File: src/source/fd1094_cfg.svh
// fd1094 opcode decryption configuration
// key table size, opcodes watched on the bus and the confirm word
`ifndef FD1094_CFG_SVH
`define FD1094_CFG_SVH

// key table index width, 16 entries picked by addr[4:1]
`define FD_KEY_AW 4

// cmpi.l #imm,<ea> is 0x0c with size field 10
`define FD_CMPI_HI 8'h0c
`define FD_CMPI_SZ 2'b10

// rte, full opcode word
`define FD_RTE 16'h4e73

// second immediate must decode to this before a command acts
`define FD_CONFIRM 16'hffff

`endif
File: src/source/fd1094_pkg.sv
// fd1094 shared types
// cpu bus bundle, key loader write, decoded word views, event pulses
`include "fd1094_cfg.svh"

package fd1094_pkg;

    typedef struct packed {
        logic [23:1] addr;      // word address A23..A1
        logic [15:0] enc;       // encrypted word as read from rom
        logic        op_n;      // opcode fetch strobe
        logic        dtackn;
        logic        inta_n;    // interrupt acknowledge cycle
        logic        sup_prog;  // supervisor program space
    } cpu_bus_t;

    typedef struct packed {
        logic                  we;
        logic [`FD_KEY_AW-1:0] idx;   // key table entry
        logic [7:0]            data;
    } key_wr_t;

    // state command, bits 9:8 of the first immediate
    typedef enum logic [1:0] {
        SET_STATE   = 2'd0,
        RESET_STATE = 2'd1,
        ENTER_IRQ   = 2'd2,
        LEAVE_IRQ   = 2'd3
    } st_mode_e;

    // one decrypted word, seen as opcode or as state command
    typedef union packed {
        struct packed {
            logic [7:0] hi;     // opcode byte
            logic [1:0] sz;     // size field
            logic [5:0] lo;     // ea bits
        } op;
        struct packed {
            logic [5:0] unused;
            st_mode_e   mode;
            logic [7:0] val;    // new state byte
        } cmd;
    } fd_word_u;

    typedef struct packed {
        logic imm1;   // first immediate after cmpi
        logic imm2;   // second immediate, confirm word
        logic rte;    // qualified rte fetch
    } bus_evt_t;

endpackage

File: src/source/fd1094_top.sv
// fd1094 opcode decryption, top level
// sits beside the 68000 core, decrypts fetched words on the fly
// the bus tracker and state control steer the key byte fed back
// into the decrypter
`timescale 1ns/1ps

module fd1094_top
    import fd1094_pkg::*;
(
    input  logic        clk,
    input  logic        rst,
    input  cpu_bus_t    bus,
    input  key_wr_t     key_wr,   // key loader
    output logic [15:0] dec,      // plain word to the cpu
    output logic [7:0]  st
);

    logic [7:0] gkey0;
    bus_evt_t   evt;

    fd1094_decrypt u_decrypt (
        .clk    (clk),
        .rst    (rst),
        .key_wr (key_wr),
        .addr   (bus.addr),
        .enc    (bus.enc),
        .st     (st),
        .dec    (dec),
        .gkey0  (gkey0)
    );

    fd1094_bus_track u_bus_track (
        .clk (clk),
        .rst (rst),
        .bus (bus),
        .dec (dec),
        .evt (evt)
    );

    fd1094_state_ctrl u_state_ctrl (
        .clk    (clk),
        .rst    (rst),
        .evt    (evt),
        .dec    (dec),
        .inta_n (bus.inta_n),
        .gkey0  (gkey0),
        .st     (st)
    );

endmodule

File: src/source/fd1094_state_ctrl.sv
// fd1094 decryption state control
// keeps the state byte and the interrupt mode flag
// first immediate after cmpi.l is latched as a command, the
// second one must be the confirm word for it to act
// in interrupt mode the global key replaces the state
`timescale 1ns/1ps
`include "fd1094_cfg.svh"

module fd1094_state_ctrl
    import fd1094_pkg::*;
(
    input  logic       clk,
    input  logic       rst,
    input  bus_evt_t   evt,
    input  fd_word_u   dec,
    input  logic       inta_n,
    input  logic [7:0] gkey0,
    output logic [7:0] st       // key byte used by the decrypter
);

    logic [7:0] state;
    logic       irq_mode;
    fd_word_u   cmd_word;   // pending command from imm1
    logic       confirm;

    assign confirm = evt.imm2 && dec == `FD_CONFIRM;

    // command word, only meaningful between imm1 and imm2
    always_ff @(posedge clk) begin
        if (evt.imm1) begin
            cmd_word <= dec;
        end
    end

    always_ff @(posedge clk or posedge rst) begin
        if (rst) begin
            state    <= '0;
            irq_mode <= 1'b0;
        end else begin
            if (!inta_n) irq_mode <= 1'b1;   // irq ack
            if (evt.rte) irq_mode <= 1'b0;   // back from exception
            if (confirm) begin
                case (cmd_word.cmd.mode)
                    SET_STATE: state <= cmd_word.cmd.val;
                    RESET_STATE: begin
                        state    <= '0;
                        irq_mode <= 1'b0;
                    end
                    ENTER_IRQ: irq_mode <= 1'b1;
                    LEAVE_IRQ: irq_mode <= 1'b0;
                    default: ;
                endcase
            end
        end
    end

    assign st = irq_mode ? gkey0 : state;

    // state byte and key table both come out of reset defined
    a_st_known: assert property (
        @(posedge clk) disable iff (rst)
        !$isunknown(st)
    ) else $error("st unknown");

endmodule

File: src/source/fd1094_bus_track.sv
// fd1094 bus tracker
// finds the falling dtack edge of each bus cycle and qualifies
// supervisor opcode fetches on it
// a cmpi.l fetch arms a two-step sequencer that flags the
// two immediate words; two data cycles in a row cancel it
`timescale 1ns/1ps
`include "fd1094_cfg.svh"

module fd1094_bus_track
    import fd1094_pkg::*;
(
    input  logic     clk,
    input  logic     rst,
    input  cpu_bus_t bus,
    input  fd_word_u dec,   // decrypted word of the current fetch
    output bus_evt_t evt
);

    logic       dtackn_l;   // dtackn at the previous edge
    logic       dtack_fall;
    logic       qual;       // supervisor opcode fetch, once per cycle
    logic       is_cmpi;
    logic       is_rte;
    logic [1:0] seq;        // one-hot, bit 0 waits imm1, bit 1 waits imm2
    logic       prev_data;  // last completed cycle was not a fetch

    assign dtack_fall = dtackn_l && !bus.dtackn;
    assign qual       = dtack_fall && !bus.op_n && bus.sup_prog;

    // opcode view of the decrypted word
    assign is_cmpi = dec.op.hi == `FD_CMPI_HI && dec.op.sz == `FD_CMPI_SZ;
    assign is_rte  = dec == `FD_RTE;

    always_comb begin
        evt.imm1 = qual && seq[0];
        evt.imm2 = qual && seq[1];
        evt.rte  = qual && is_rte;
    end

    always_ff @(posedge clk or posedge rst) begin
        if (rst) begin
            dtackn_l  <= 1'b0;   // no false edge out of reset
            seq       <= 2'b00;
            prev_data <= 1'b0;
        end else begin
            dtackn_l <= bus.dtackn;
            if (qual && seq != 2'b00) begin
                seq <= seq << 1;   // imm1 -> imm2 -> idle
            end
            if (qual && is_cmpi) begin
                seq <= 2'b01;   // arming restarts the count
            end
            if (dtack_fall) begin
                prev_data <= bus.op_n;
                if (prev_data && bus.op_n) begin
                    seq <= 2'b00;   // second data cycle in a row
                end
            end
        end
    end

    // sequencer holds one step at a time
    a_imm_excl: assert property (
        @(posedge clk) disable iff (rst)
        !(evt.imm1 && evt.imm2)
    ) else $error("imm1 and imm2 together");

endmodule

File: src/source/fd1094_decrypt.sv
// fd1094 key table and word decryption
// 16 key bytes loaded from the key port, cleared on reset
// decryption is purely combinational, no added bus latency
// mask high byte is the addressed key, low byte is key ^ state
`timescale 1ns/1ps
`include "fd1094_cfg.svh"

module fd1094_decrypt
    import fd1094_pkg::*;
(
    input  logic        clk,
    input  logic        rst,
    input  key_wr_t     key_wr,
    input  logic [23:1] addr,
    input  logic [15:0] enc,
    input  logic [7:0]  st,     // active key byte from state ctrl
    output logic [15:0] dec,
    output logic [7:0]  gkey0   // global key, entry 0
);

    localparam int KEY_N = 1 << `FD_KEY_AW;

    logic [7:0]  key_tbl [KEY_N];
    logic [7:0]  key;           // entry picked by the fetch address
    logic [15:0] mask;

    // key loader port, one byte per clock
    always_ff @(posedge clk or posedge rst) begin
        if (rst) begin
            for (int i = 0; i < KEY_N; i++) begin
                key_tbl[i] <= '0;   // lost key decrypts as plain
            end
        end else if (key_wr.we) begin
            key_tbl[key_wr.idx] <= key_wr.data;
        end
    end

    // addr[4:1] selects the entry
    always_comb begin
        key  = key_tbl[addr[`FD_KEY_AW:1]];
        mask = {key, key ^ st};
    end

    assign dec   = enc ^ mask;   // same xor encrypts and decrypts
    assign gkey0 = key_tbl[0];

    // a loader write must always hit a defined entry
    a_key_idx_known: assert property (
        @(posedge clk) disable iff (rst)
        key_wr.we |-> !$isunknown(key_wr.idx)
    ) else $error("key write with unknown index");

endmodule

File: config.mk
export PLATFORM = sky130hd
export DESIGN_NAME = fd1094_top
export DESIGN_NICKNAME = d
export VERILOG_FILES = /design/src/source/fd1094_pkg.sv /design/src/source/fd1094_top.sv /design/src/source/fd1094_state_ctrl.sv /design/src/source/fd1094_bus_track.sv /design/src/source/fd1094_decrypt.sv
export VERILOG_INCLUDE_DIRS = /design/src /design/src/source
export SDC_FILE = /design/constraint.sdc
export NUM_CORES = 1
export LEC_CHECK = 0
export BUFFER_PORTS_ARGS = -buffer_cell sky130_fd_sc_hd__buf_2
export CORE_MARGIN = 2
export CORE_UTILIZATION = 65
export CTS_BUF_LIST = sky130_fd_sc_hd__clkbuf_8
export CTS_CLUSTER_SIZE = 25
export DETAILED_ROUTE_END_ITERATION = 8
export PLACE_DENSITY_LB_ADDON = 0.12
export RECOVER_POWER = 100
export SETUP_SLACK_MARGIN = 0.05
export SYNTH_ARGS = -nofsm -noshare
export SYNTH_HDL_FRONTEND = slang
export SYNTH_SLANG_ARGS = --single-unit
File: constraint.sdc
create_clock -name clk -period 12 [get_ports clk]
set_input_delay 1.2 -clock clk [delete_from_list [all_inputs] [get_ports clk]]
set_output_delay 1.2 -clock clk [all_outputs]
set_load 0.03 [all_outputs]
==> results of run 1 <==
## worst max-delay path, delay by kind of cell
family | cells | cell delay [ns]
buffers and inverters | 1 | 1.89
xor gates and xnor gates | 1 | 0.40
muxes | 3 | 1.73
and+or+nand+nor | 4 | 1.60
## sequential cells by signal, summed over array words and instances, names as in the netlist
name / cells
u_bus_track.seq: 2
u_state_ctrl.irq_mode: 1
u_decrypt.gkey0: 8
u_state_ctrl.state: 8
u_bus_track.dtackn_l: 1
u_state_ctrl.cmd_word: 10
u_decrypt.key_tbl: 120
u_bus_track.prev_data: 1
## per-stage QoR
stage                     utilization [%]  std cells  total power, mW  worst slack (ns)
final                               73.35        702            1.407             5.508
after global routing                73.35        702            1.473             4.461
after CTS                           73.91        702            1.423             6.906
after detailed placement            70.70        670            1.072             6.910
after global placement              70.70        670            1.051             6.942
after floorplan                         -        493           0.9707             7.019
## cell families (layout without fill, tap and decap cells)
logic type	Yosys count	count (layout)	synth area share, %
and+or+nand+nor	65	65	5.362
DFF	151	151	51.92
buffers and inverters	36	105	2.426
AOI/OAI and AO/OA	11	11	1.137
muxes	207	207	36.12
xor gates and xnor gates	23	23	3.037
## where the power goes
group | switching, mW | internal, mW | leakage, nW
clock | 0.183 | 0.170 | 0.204
combinational | 0.209 | 0.176 | 1.55
sequential | 0.0493 | 0.620 | 1.83
total | 0.442 | 0.965 | 3.58
## per-layer routing
metal  up-vias  track usage [%]  routed length [µm]
met5         -                0                   0
met4         0            9.167                 190
met3        14            6.751                 723
met2       107            43.31                7510
met1      2255            35.16                6807
li1       1946                -                   -
## layout make-up
class / instances / area share, %
clock buffer: 19 / 3.260
clock inverter: 13 / 1.123
inverter: 10 / 0.4835
multi-input combinational: 306 / 41.58
sequential: 151 / 47.73
tap: 140 / 2.184
timing repair buffer: 63 / 3.634
## how the worst max path moves through the flow
| stage | depth (start not counted) | endpoint | startpoint |
|---|---|---|---|
| after floorplan | 1 | u_bus_track.dtackn_l | rst |
| after global placement | 9 | u_state_ctrl.state[1] | bus[22] |
| after detailed placement | 6 | dec[15] | bus[22] |
| after CTS | 6 | dec[15] | bus[22] |
| after global routing | 3 | u_decrypt.key_tbl[1] | rst |
| final | 9 | u_state_ctrl.state[2] | bus[22] |
## cells in the final DEF (no fill, tap or decap), types with 2 or more instances in the layout
cell / instances
mux2_2: 141
dfrtp_1: 141
buf_2: 44
mux2i_1: 26
clkbuf_8: 19
clkbuf_1: 19
nor2_1: 16
xor2_1: 15
mux4_2: 14
mux4_1: 13
mux2_1: 13
inv_1: 13
nor2b_1: 11
edfxtp_1: 10
xnor2_1: 7
clkinv_2: 6
nand2_1: 5
nand3b_1: 5
nand4_1: 4
nand2b_1: 3
or3_1: 3
a22oi_1: 2
o221ai_1: 2
and2_1: 2
and3b_1: 2
and2_0: 2
nor3_1: 2
and3_1: 2
a21oi_1: 2
==> run_results.csv, run 1 <==
group,metric,value,unit
logic_synthesis,synth_edf_count,10,
sta,final_hold_viol_count,0,
critical_path,crit_type,"input pin to flop",
drt,dr.first_iter.drc_count,332,
sta,finalCritPeriodShare,54.10,%
clocking,numCtsBuffers,17,
floorplan,ios,82,
finish,fillerInstances,724,
sta,fin_tns_setup,0,ns
clocking,cts.clk_slew.worst_paths,0.07,ns
drt,wirelength,15.23,mm
critical_path,r2r_end,"u_state_ctrl.state[2]",
critical_path,max_stage_delay,1.89,ns
floorplan,start_util,67.44,%
floorplan,dieWidth,110.5,µm
sta,fmax,154.0,MHz
global_routing,grt_first_pass_wirelength,24.85,mm
global_routing,grt_antenna_before_repair,0,
critical_path,r2r-start,"u_decrypt.key_tbl[71]",
sta,hold_ws,0.5017,ns
sta,slew_viol_final,181,
logic_synthesis,yosys.cell_count.top_type,"mux2_2",
hold_path,min_path_cells,1,
drt,drtPass1Iterations,4,
critical_path,cp-end-kind,"flop",
floorplan,num_rows,38,
clocking,clkLatencyLatePin,0.46,ns
finish,multi_input_area,3336,µm²
outcome,violations,"capacitance limit, slew limit",
critical_path,r2r_slack,8.00,ns
logic_synthesis,synth_fp_nets,551,
clocking,cts_tree,"yes",
floorplan,core_area,10940,µm²
clocking,ctsResizeCount,0,
critical_path,startpoint_type,"input pin",
hold_path,worstHoldEndpoint,"u_decrypt.key_tbl[119]",
drt,drcViolationCount,0,
finish,seqCellArea,3829,µm²
placed_design,place.gp.congestion,0.9211,
clocking,h-tree-depth,4,
sta,worstMarginPinSlew,4.328,ns
drt,vias_per_cell,6.157,
pwr,ir_drop,154.8,µV
global_routing,grt_max_degree,84,
finish,diodes,0,
logic_synthesis,syn_inst,493,
critical_path,r2r_cells,8,
critical_path,arrival,6.84,ns
logic_synthesis,ys_async_sr_fraction,93.38,%
flow_run,maxCapViolCount,3,
sta,slew_headroom,-188.6,%
clocking,cts.sinks,151,
logic_synthesis,synth-seq-area-share,51.92,%
placed_design,place_area,7731,µm²
logic_synthesis,syn_avg_cell_area,14.96,µm²
sta,rsz0062_at_grt,"no",
sta,finalClockSkew,0.007882,ns
sta,setup_viol,0,
logic_synthesis,ys.flop_type,"dfrtp_1",
logic_synthesis,synth.area.top_cells,"dfrtp_1 (48%), mux2_2 (24%), mux4_1 (4.6%)",
hold_path,min_path_type,"flop to flop",
finish,post-route-cell-area,8021,µm²
finish,layout.nets,607,
critical_path,worstPathMaxFanout,36,
outcome,status,"complete, but fails checks",
hold_path,worstHoldStart,"u_decrypt.key_tbl[119]",
finish,post_route_cells_drive_above_1_share,40.93,%
global_routing,grt_use_total,26.57,%
logic_synthesis,ys_types,45,
finish,syn2layout_area_growth,8.772,%
logic_synthesis,yosys-top-cells-count,"mux2_2 (154), dfrtp_1 (141), mux2i_1 (25), clkbuf_1 (16), nor2_1 (16)",
logic_synthesis,synth_top_area_cell,"dfrtp_1",
clocking,cts_max_path_buffers,2,
global_routing,grt_pass1_vias,4701,
drt,via_count,4322,
placed_design,post-dp-hpwl,10.01,mm
logic_synthesis,synth_seq_cells,151,
logic_synthesis,synth_top_area_share,47.85,%
critical_path,crit_chain,"clkbuf_1 -> mux4_1 -> mux4_2 -> xnor2_1 -> and2_0 -> and4_1 -> nand4_1 -> nor3_1 -> mux2_2",
logic_synthesis,ys_warn_count,0,
pwr,p_per_area,175.4,nW/µm²
drt,post_drt_wl_per_cell,21.70,µm
logic_synthesis,syn_area,7375,µm²
drt,ant_nets,0,
pwr,power_leakage,3.581,nW
critical_path,required,12.34,ns
clocking,post_cts_buffers,0,
floorplan,die_area,12210,µm²
placed_design,portBuffers,62,
critical_path,slowest_stage,"clkbuf_1",
clocking,cts_hold_buf,0,
sta,min_period,6.492,ns
clocking,cts.root.buffer_cell,"clkbuf_8",
global_routing,gr-total-overflow,0,
floorplan,die_h,110.5,µm
(Power assumes the default switching activity.)
==> inputs of run 2 (changes only) <==
ABC_AREA = 1   (was default)
CORE_UTILIZATION = 61   (was 65)
clock period = 6.75 ns   (was 12 ns; I/O delays follow)
==> run 2 against run 1 <==
The flow still finishes with violations (capacitance limit, slew limit). Total power grew 67%. Combinational power up 48%. Sequential cell count stayed put. Via count is 56% higher. Clock skew grew 0.0061 ns. Clock-buffer cell count is 2 higher. Critical path type is now input pin to primary output.
==> run_results.csv, run 2 <==
group,metric,value,unit
clocking,numCtsBuffers,17,
logic_synthesis,synth_seq_cells,151,
logic_synthesis,synth.mux.area_fraction,0,%
finish,largest_register_ffs,120,
sta,setup_viol,0,
pwr,power_leakage,4.115,nW
clocking,post_cts_buffers,0,
drt,via_count,6753,
global_routing,use_met2,47.89,%
logic_synthesis,synth-compound-area-share,11.74,%
critical_path,r2r-start,"u_state_ctrl.irq_mode",
logic_synthesis,ys_async_sr_fraction,93.38,%
floorplan,ios,82,
logic_synthesis,synth.area.top_cells,"dfrtp_1 (45%), nand2_1 (15%), o21ai_0 (8.8%)",
clocking,cts_tree,"yes",
clocking,cts.root.buffer_cell,"clkbuf_8",
floorplan,dieWidth,117.3,µm
finish,post-route-cell-area,8320,µm²
sta,min_period,4.516,ns
logic_synthesis,syn_area,7825,µm²
sta,hold_ws,0.3331,ns
sta,fin_tns_setup,0,ns
logic_synthesis,synth_top_area_cell,"dfrtp_1",
clocking,cts.clk_slew.worst_paths,0.07,ns
critical_path,r2r_slack,3.88,ns
sta,slew_viol_final,144,
sta,rsz0062_at_grt,"no",
logic_synthesis,syn_avg_cell_area,7.649,µm²
global_routing,met1_usage,45.44,%
global_routing,grt_max_degree,75,
finish,fillerInstances,1157,
finish,post_route_cells_drive_above_1_share,8.146,%
sta,finalCritPeriodShare,66.90,%
clocking,h-tree-depth,4,
pwr,p_total,2.348,mW
global_routing,busiest_layer,"met2",
critical_path,r2r_end,"u_state_ctrl.state[0]",
critical_path,crit_type,"input pin to primary output",
finish,layout.nets,1114,
critical_path,cp-end-kind,"primary output",
logic_synthesis,ys_types,34,
critical_path,required,6.07,ns
flow_run,maxCapViolCount,2,
critical_path,startpoint_type,"input pin",
logic_synthesis,synth_fa_ha_area_share,0,%
logic_synthesis,synth-seq-area-share,48.93,%
logic_synthesis,synth_top_area_share,45.09,%
hold_path,min_path_type,"input pin to flop",
critical_path,worstSetupStartpoint,"bus[20]",
logic_synthesis,yosys.cell_count.top_type,"nand2_1",
logic_synthesis,yosys-top-cells-count,"nand2_1 (322), dfrtp_1 (141), o21ai_0 (138), inv_1 (130), nand3_1 (109)",
logic_synthesis,syn_inst,1023,
drt,drtPass1Iterations,5,
global_routing,grt_use_total,31.64,%
critical_path,worstPathMaxFanout,69,
drt,drcViolationCount,0,
floorplan,num_rows,41,
finish,syn2layout_area_growth,6.332,%
pwr,ir_drop,192.8,µV
sta,finalClockSkew,0.01403,ns
floorplan,die_area,13750,µm²
logic_synthesis,ys_warn_count,0,
sta,fmax,221.4,MHz
pwr,p_per_area,282.2,nW/µm²
logic_synthesis,synth_fp_nets,1081,
critical_path,crit_path_end,"dec[5]",
clocking,clkLatencyLatePin,0.47,ns
sta,slew_headroom,-105.7,%
logic_synthesis,synth_edf_count,10,
logic_synthesis,synthSimpleGateAreaFrac,28.32,%
global_routing,grt_pass1_vias,6140,
floorplan,die_h,117.3,µm
finish,top_regs,"u_decrypt.key_tbl (120), u_state_ctrl.cmd_word (10)",
logic_synthesis,ys.flop_type,"dfrtp_1",
drt,vias_per_cell,5.446,
logic_synthesis,synth_top_family_by_area,"simple AND/OR/NAND/NOR gates",
drt,post_drt_wl_per_cell,16.33,µm
finish,final_cell_mix,"nand2_1 (326), o21ai_0 (145), dfrtp_1 (141)",
outcome,violations,"capacitance limit, slew limit",
drt,ant_nets,0,
floorplan,start_util,62.26,%
finish,top_register,"u_decrypt.key_tbl",
drt,dr.first_iter.drc_count,763,
finish,diodes,0,
sta,final_hold_viol_count,0,
clocking,cts_max_path_buffers,2,
global_routing,grt_first_pass_wirelength,32.29,mm
floorplan,core_area,12570,µm²
clocking,cts_hold_buf,0,
drt,wirelength,20.24,mm
critical_path,arrival,3.84,ns
clocking,cts.sinks,151,
outcome,status,"complete, but fails checks",
critical_path,r2r_cells,11,
finish,final_common_cell,"nand2_1",
global_routing,grt_antenna_before_repair,0,
global_routing,gr-total-overflow,0,
sta,worstMarginPinSlew,3.068,ns
placed_design,place_area,8088,µm²
logic_synthesis,synth_xor_area_share,0.8954,%
clocking,ctsResizeCount,0,
placed_design,portBuffers,62,
global_routing,grt_use_met3,7.467,%
placed_design,place.gp.congestion,0.9144,
placed_design,post-dp-hpwl,13.43,mm
## run 2: changes by cell type after synthesis, moves of 11 or more
cell	previous run	this run
mux4_2	14	0
nand2_1	5	322
mux2i_1	25	0
nand3_1	1	109
mux2_2	154	0
xor2_1	15	4
nor2_1	16	39
mux4_1	13	0
inv_1	10	130
nand3_2	0	11
nor2b_1	11	0
o21ai_0	0	138
## run 2: area by class of cell
cell class	count	area, µm²	share of cell area (%)
multi-input cells	687	3128	37.59
inverters	135	510.5	6.135
well taps	172	215.2	2.586
clock inverters	10	56.30	0.6767
flip-flops and latches	151	3829	46.02
repair buffers	64	292.8	3.519
clock buffers	21	289.0	3.474
## run 2: routing by layer
layer | up-vias | wire length (µm) | part of all wire [%]
met5 | - | 0 | 0
met4 | 0 | 357 | 1.8
met3 | 30 | 1504 | 7.4
met2 | 252 | 9116 | 45
met1 | 3171 | 9267 | 46
li1 | 3300 | - | -
## run 2: worst min-delay path by stage
stage | slack [ns] | from | endpoint | cells past startpoint
floorplan | 0.45 | u_decrypt.key_tbl[28] | u_decrypt.key_tbl[28] | 2
global placement | 0.46 | u_decrypt.key_tbl[31] | u_decrypt.key_tbl[31] | 2
detailed placement | 0.47 | u_decrypt.key_tbl[28] | u_decrypt.key_tbl[28] | 2
CTS | 0.30 | rst | u_decrypt.key_tbl[54] | 2
global route | 0.31 | bus[2] | u_bus_track.dtackn_l | 1
finish | 0.33 | bus[2] | u_bus_track.dtackn_l | 1
## run 2: power breakdown
part	switching [mW]	total (mW)	internal (mW)
logic	0.394	0.571	0.177
clock network	0.337	0.623	0.285
registers	0.0675	1.15	1.09
total	0.799	2.35	1.55
## run 2: logic make-up (layout without fill, tap and decap cells)
kind of cell / count (synthesis) / in the layout
simple gates: 509 / 509
flops: 151 / 151
buf+inv: 185 / 230
xor+xnor: 8 / 8
compound gates: 170 / 170
## run 2: worst max-delay path, stage by stage
cell and delay, ns:
clkbuf_1 0.72, buf_4 0.73, inv_4 0.36, nand2_1 0.15, nand2_1 0.08, nand2_1 0.09
nand3_1 0.11, nand3_1 0.17, nand2_1 0.11, nand2_1 0.07, nand2_1 0.04, inv_1 0.14
clkbuf_1 0.33
## run 2: through the flow
step,std cells,worst slack (ns),utilization [%]
3_3_place_gp,1209,2.834,64.35
2_1_floorplan,1023,2.294,-
3_5_place_dp,1209,2.820,64.35
4_1_cts,1240,2.818,67.10
6_report,1240,2.234,66.20
5_1_grt,1240,1.963,66.20
==> inputs of run 3 (changes only) <==
CORE_UTILIZATION = 55   (was 61)
clock period = 4 ns   (was 6.75 ns; I/O delays follow)
==> run 3 against run 2 <==
The run now ends clean. Largest cell class unchanged. Sequential power increased by 69%. Clock power up 100%. Hold slack worse by 0.27 ns. Clock-buffer cell count fell by 4. Sequential share of layout area down 0.77 points. Critical endpoint is now dec[3].
==> run_results.csv, run 3 (same netlist as run 2, synthesis figures left out) <==
group,metric,value,unit
floorplan,dieWidth,123.3,µm
critical_path,r2r_cells,12,
global_routing,use_met2,41.86,%
clocking,numCtsBuffers,17,
drt,drtPass1Iterations,5,
critical_path,worstPathMaxFanout,17,
placed_design,post-dp-hpwl,13.47,mm
global_routing,grt_use_total,28.45,%
critical_path,startpoint_type,"input pin",
drt,post_drt_wl_per_cell,15.98,µm
sta,setup_viol,0,
global_routing,grt_antenna_before_repair,0,
global_routing,grt_max_degree,142,
sta,fmax,305.8,MHz
placed_design,place.gp.congestion,0.9178,
outcome,status,"finished, final reports clean",
sta,finalCritPeriodShare,81.77,%
global_routing,gr-total-overflow,0,
pwr,p_total,4.171,mW
drt,drcViolationCount,0,
finish,final_common_cell,"nand2_1",
sta,hold_ws,0.05942,ns
clocking,cts_tree,"yes",
global_routing,grt_use_met3,5.858,%
finish,syn2layout_area_growth,8.139,%
finish,top_regs,"u_decrypt.key_tbl (120), u_state_ctrl.cmd_word (10)",
clocking,cts.sinks,151,
sta,min_period,3.271,ns
sta,final_hold_viol_count,0,
finish,post_route_cells_drive_above_1_share,9.244,%
floorplan,num_rows,43,
global_routing,grt_first_pass_wirelength,32.31,mm
clocking,post_cts_buffers,0,
critical_path,r2r_slack,1.46,ns
sta,worstMarginPinSlew,1.133,ns
hold_path,min_path_cells,1,
finish,final_cell_mix,"nand2_1 (326), o21ai_0 (145), dfrtp_1 (141)",
finish,post-route-cell-area,8462,µm²
floorplan,die_area,15200,µm²
clocking,cts_max_path_buffers,2,
clocking,cts.root.buffer_cell,"clkbuf_8",
finish,top_register,"u_decrypt.key_tbl",
pwr,power_leakage,4.183,nW
critical_path,arrival,2.87,ns
floorplan,ios,82,
global_routing,busiest_layer,"met2",
sta,slew_viol_final,0,
placed_design,portBuffers,62,
critical_path,worstSetupStartpoint,"bus[22]",
finish,utilization,60.96,%
finish,layout.nets,1116,
floorplan,start_util,56.37,%
finish,fin_cells,1251,
clocking,clkLatencyLatePin,0.47,ns
sta,slew_headroom,24.21,%
placed_design,place_area,8124,µm²
sta,finalClockSkew,0.009212,ns
pwr,p_per_area,492.9,nW/µm²
placed_design,dp_worst_setup_slack,1.179,ns
hold_path,worstHoldStart,"bus[2]",
sta,rsz0062_at_grt,"no",
drt,vias_per_cell,5.328,
clocking,cts.clk_slew.worst_paths,0.09,ns
hold_path,worstHoldEndpoint,"u_bus_track.dtackn_l",
flow_run,maxCapViolCount,0,
clocking,ctsResizeCount,0,
critical_path,r2r_end,"u_state_ctrl.state[6]",
critical_path,crit_type,"input pin to primary output",
floorplan,die_h,123.3,µm
global_routing,met1_usage,40.76,%
critical_path,required,3.60,ns
drt,via_count,6665,
sta,layout_setup_ws,0.7294,ns
clocking,h-tree-depth,4,
critical_path,r2r-start,"u_state_ctrl.irq_mode",
finish,largest_register_ffs,120,
hold_path,min_path_type,"input pin to flop",
sta,fin_tns_setup,0,ns
drt,ant_nets,0,
drt,wirelength,19.99,mm
finish,diodes,0,
placed_design,dp.cells,1219,
global_routing,grt_pass1_vias,6324,
critical_path,cp-end-kind,"primary output",
pwr,ir_drop,266.5,µV
floorplan,core_area,13880,µm²
drt,dr.first_iter.drc_count,600,
clocking,cts_hold_buf,0,
run 3: cell count changes in the layout (fill, tap and decap cells not counted), moves of 2 or more:
| cell | delta |
|---|---|
| clkinvlp_4 | -2 |
| clkbuf_8 | -4 |
| buf_2 | +7 |
| clkbuf_1 | -7 |
| buf_4 | +2 |
| inv_6 | +5 |
| bufinv_16 | +3 |
| clkinv_2 | -4 |
| clkinv_4 | +3 |
run 3: final cells by class:
cell class | count | area (µm²)
sequential | 151 | 3829
timing repair buffer | 66 | 331.6
tap | 180 | 225.2
inverter | 135 | 510.5
clock inverter | 15 | 191.4
clock buffer | 17 | 234.0
fill | 1337 | 5419
multi-input combinational | 687 | 3141
run 3: worst max path at each step:
stage	slack (ns)	to	depth (start not counted)
after floorplan	1.36	u_state_ctrl.state[3]	14
after global placement	1.24	u_state_ctrl.state[4]	13
after detailed placement	1.18	u_state_ctrl.state[0]	14
after CTS	1.43	dec[7]	9
after global routing	0.64	dec[12]	8
final	0.73	dec[3]	9
run 3: report_power, final:
part           switching [mW]  internal (mW)  leakage, nW
clock                   0.632          0.633        0.218
combinational           0.656          0.306         2.13
sequential              0.112           1.83         1.84
run 3: layer usage:
metal / up-vias / wire length, µm
met5: - / 0
met4: 0 / 646
met3: 49 / 1354
met2: 215 / 8956
met1: 3090 / 9027
li1: 3311 / -
run 3: worst max-delay path, stage by stage:
cell,delay [ns]
clkbuf_1,0.69
inv_1,0.61
nand3_1,0.25
nand3_1,0.26
nand2_1,0.19
nand2_1,0.06
nand2_1,0.14
inv_1,0.07
buf_2,0.17
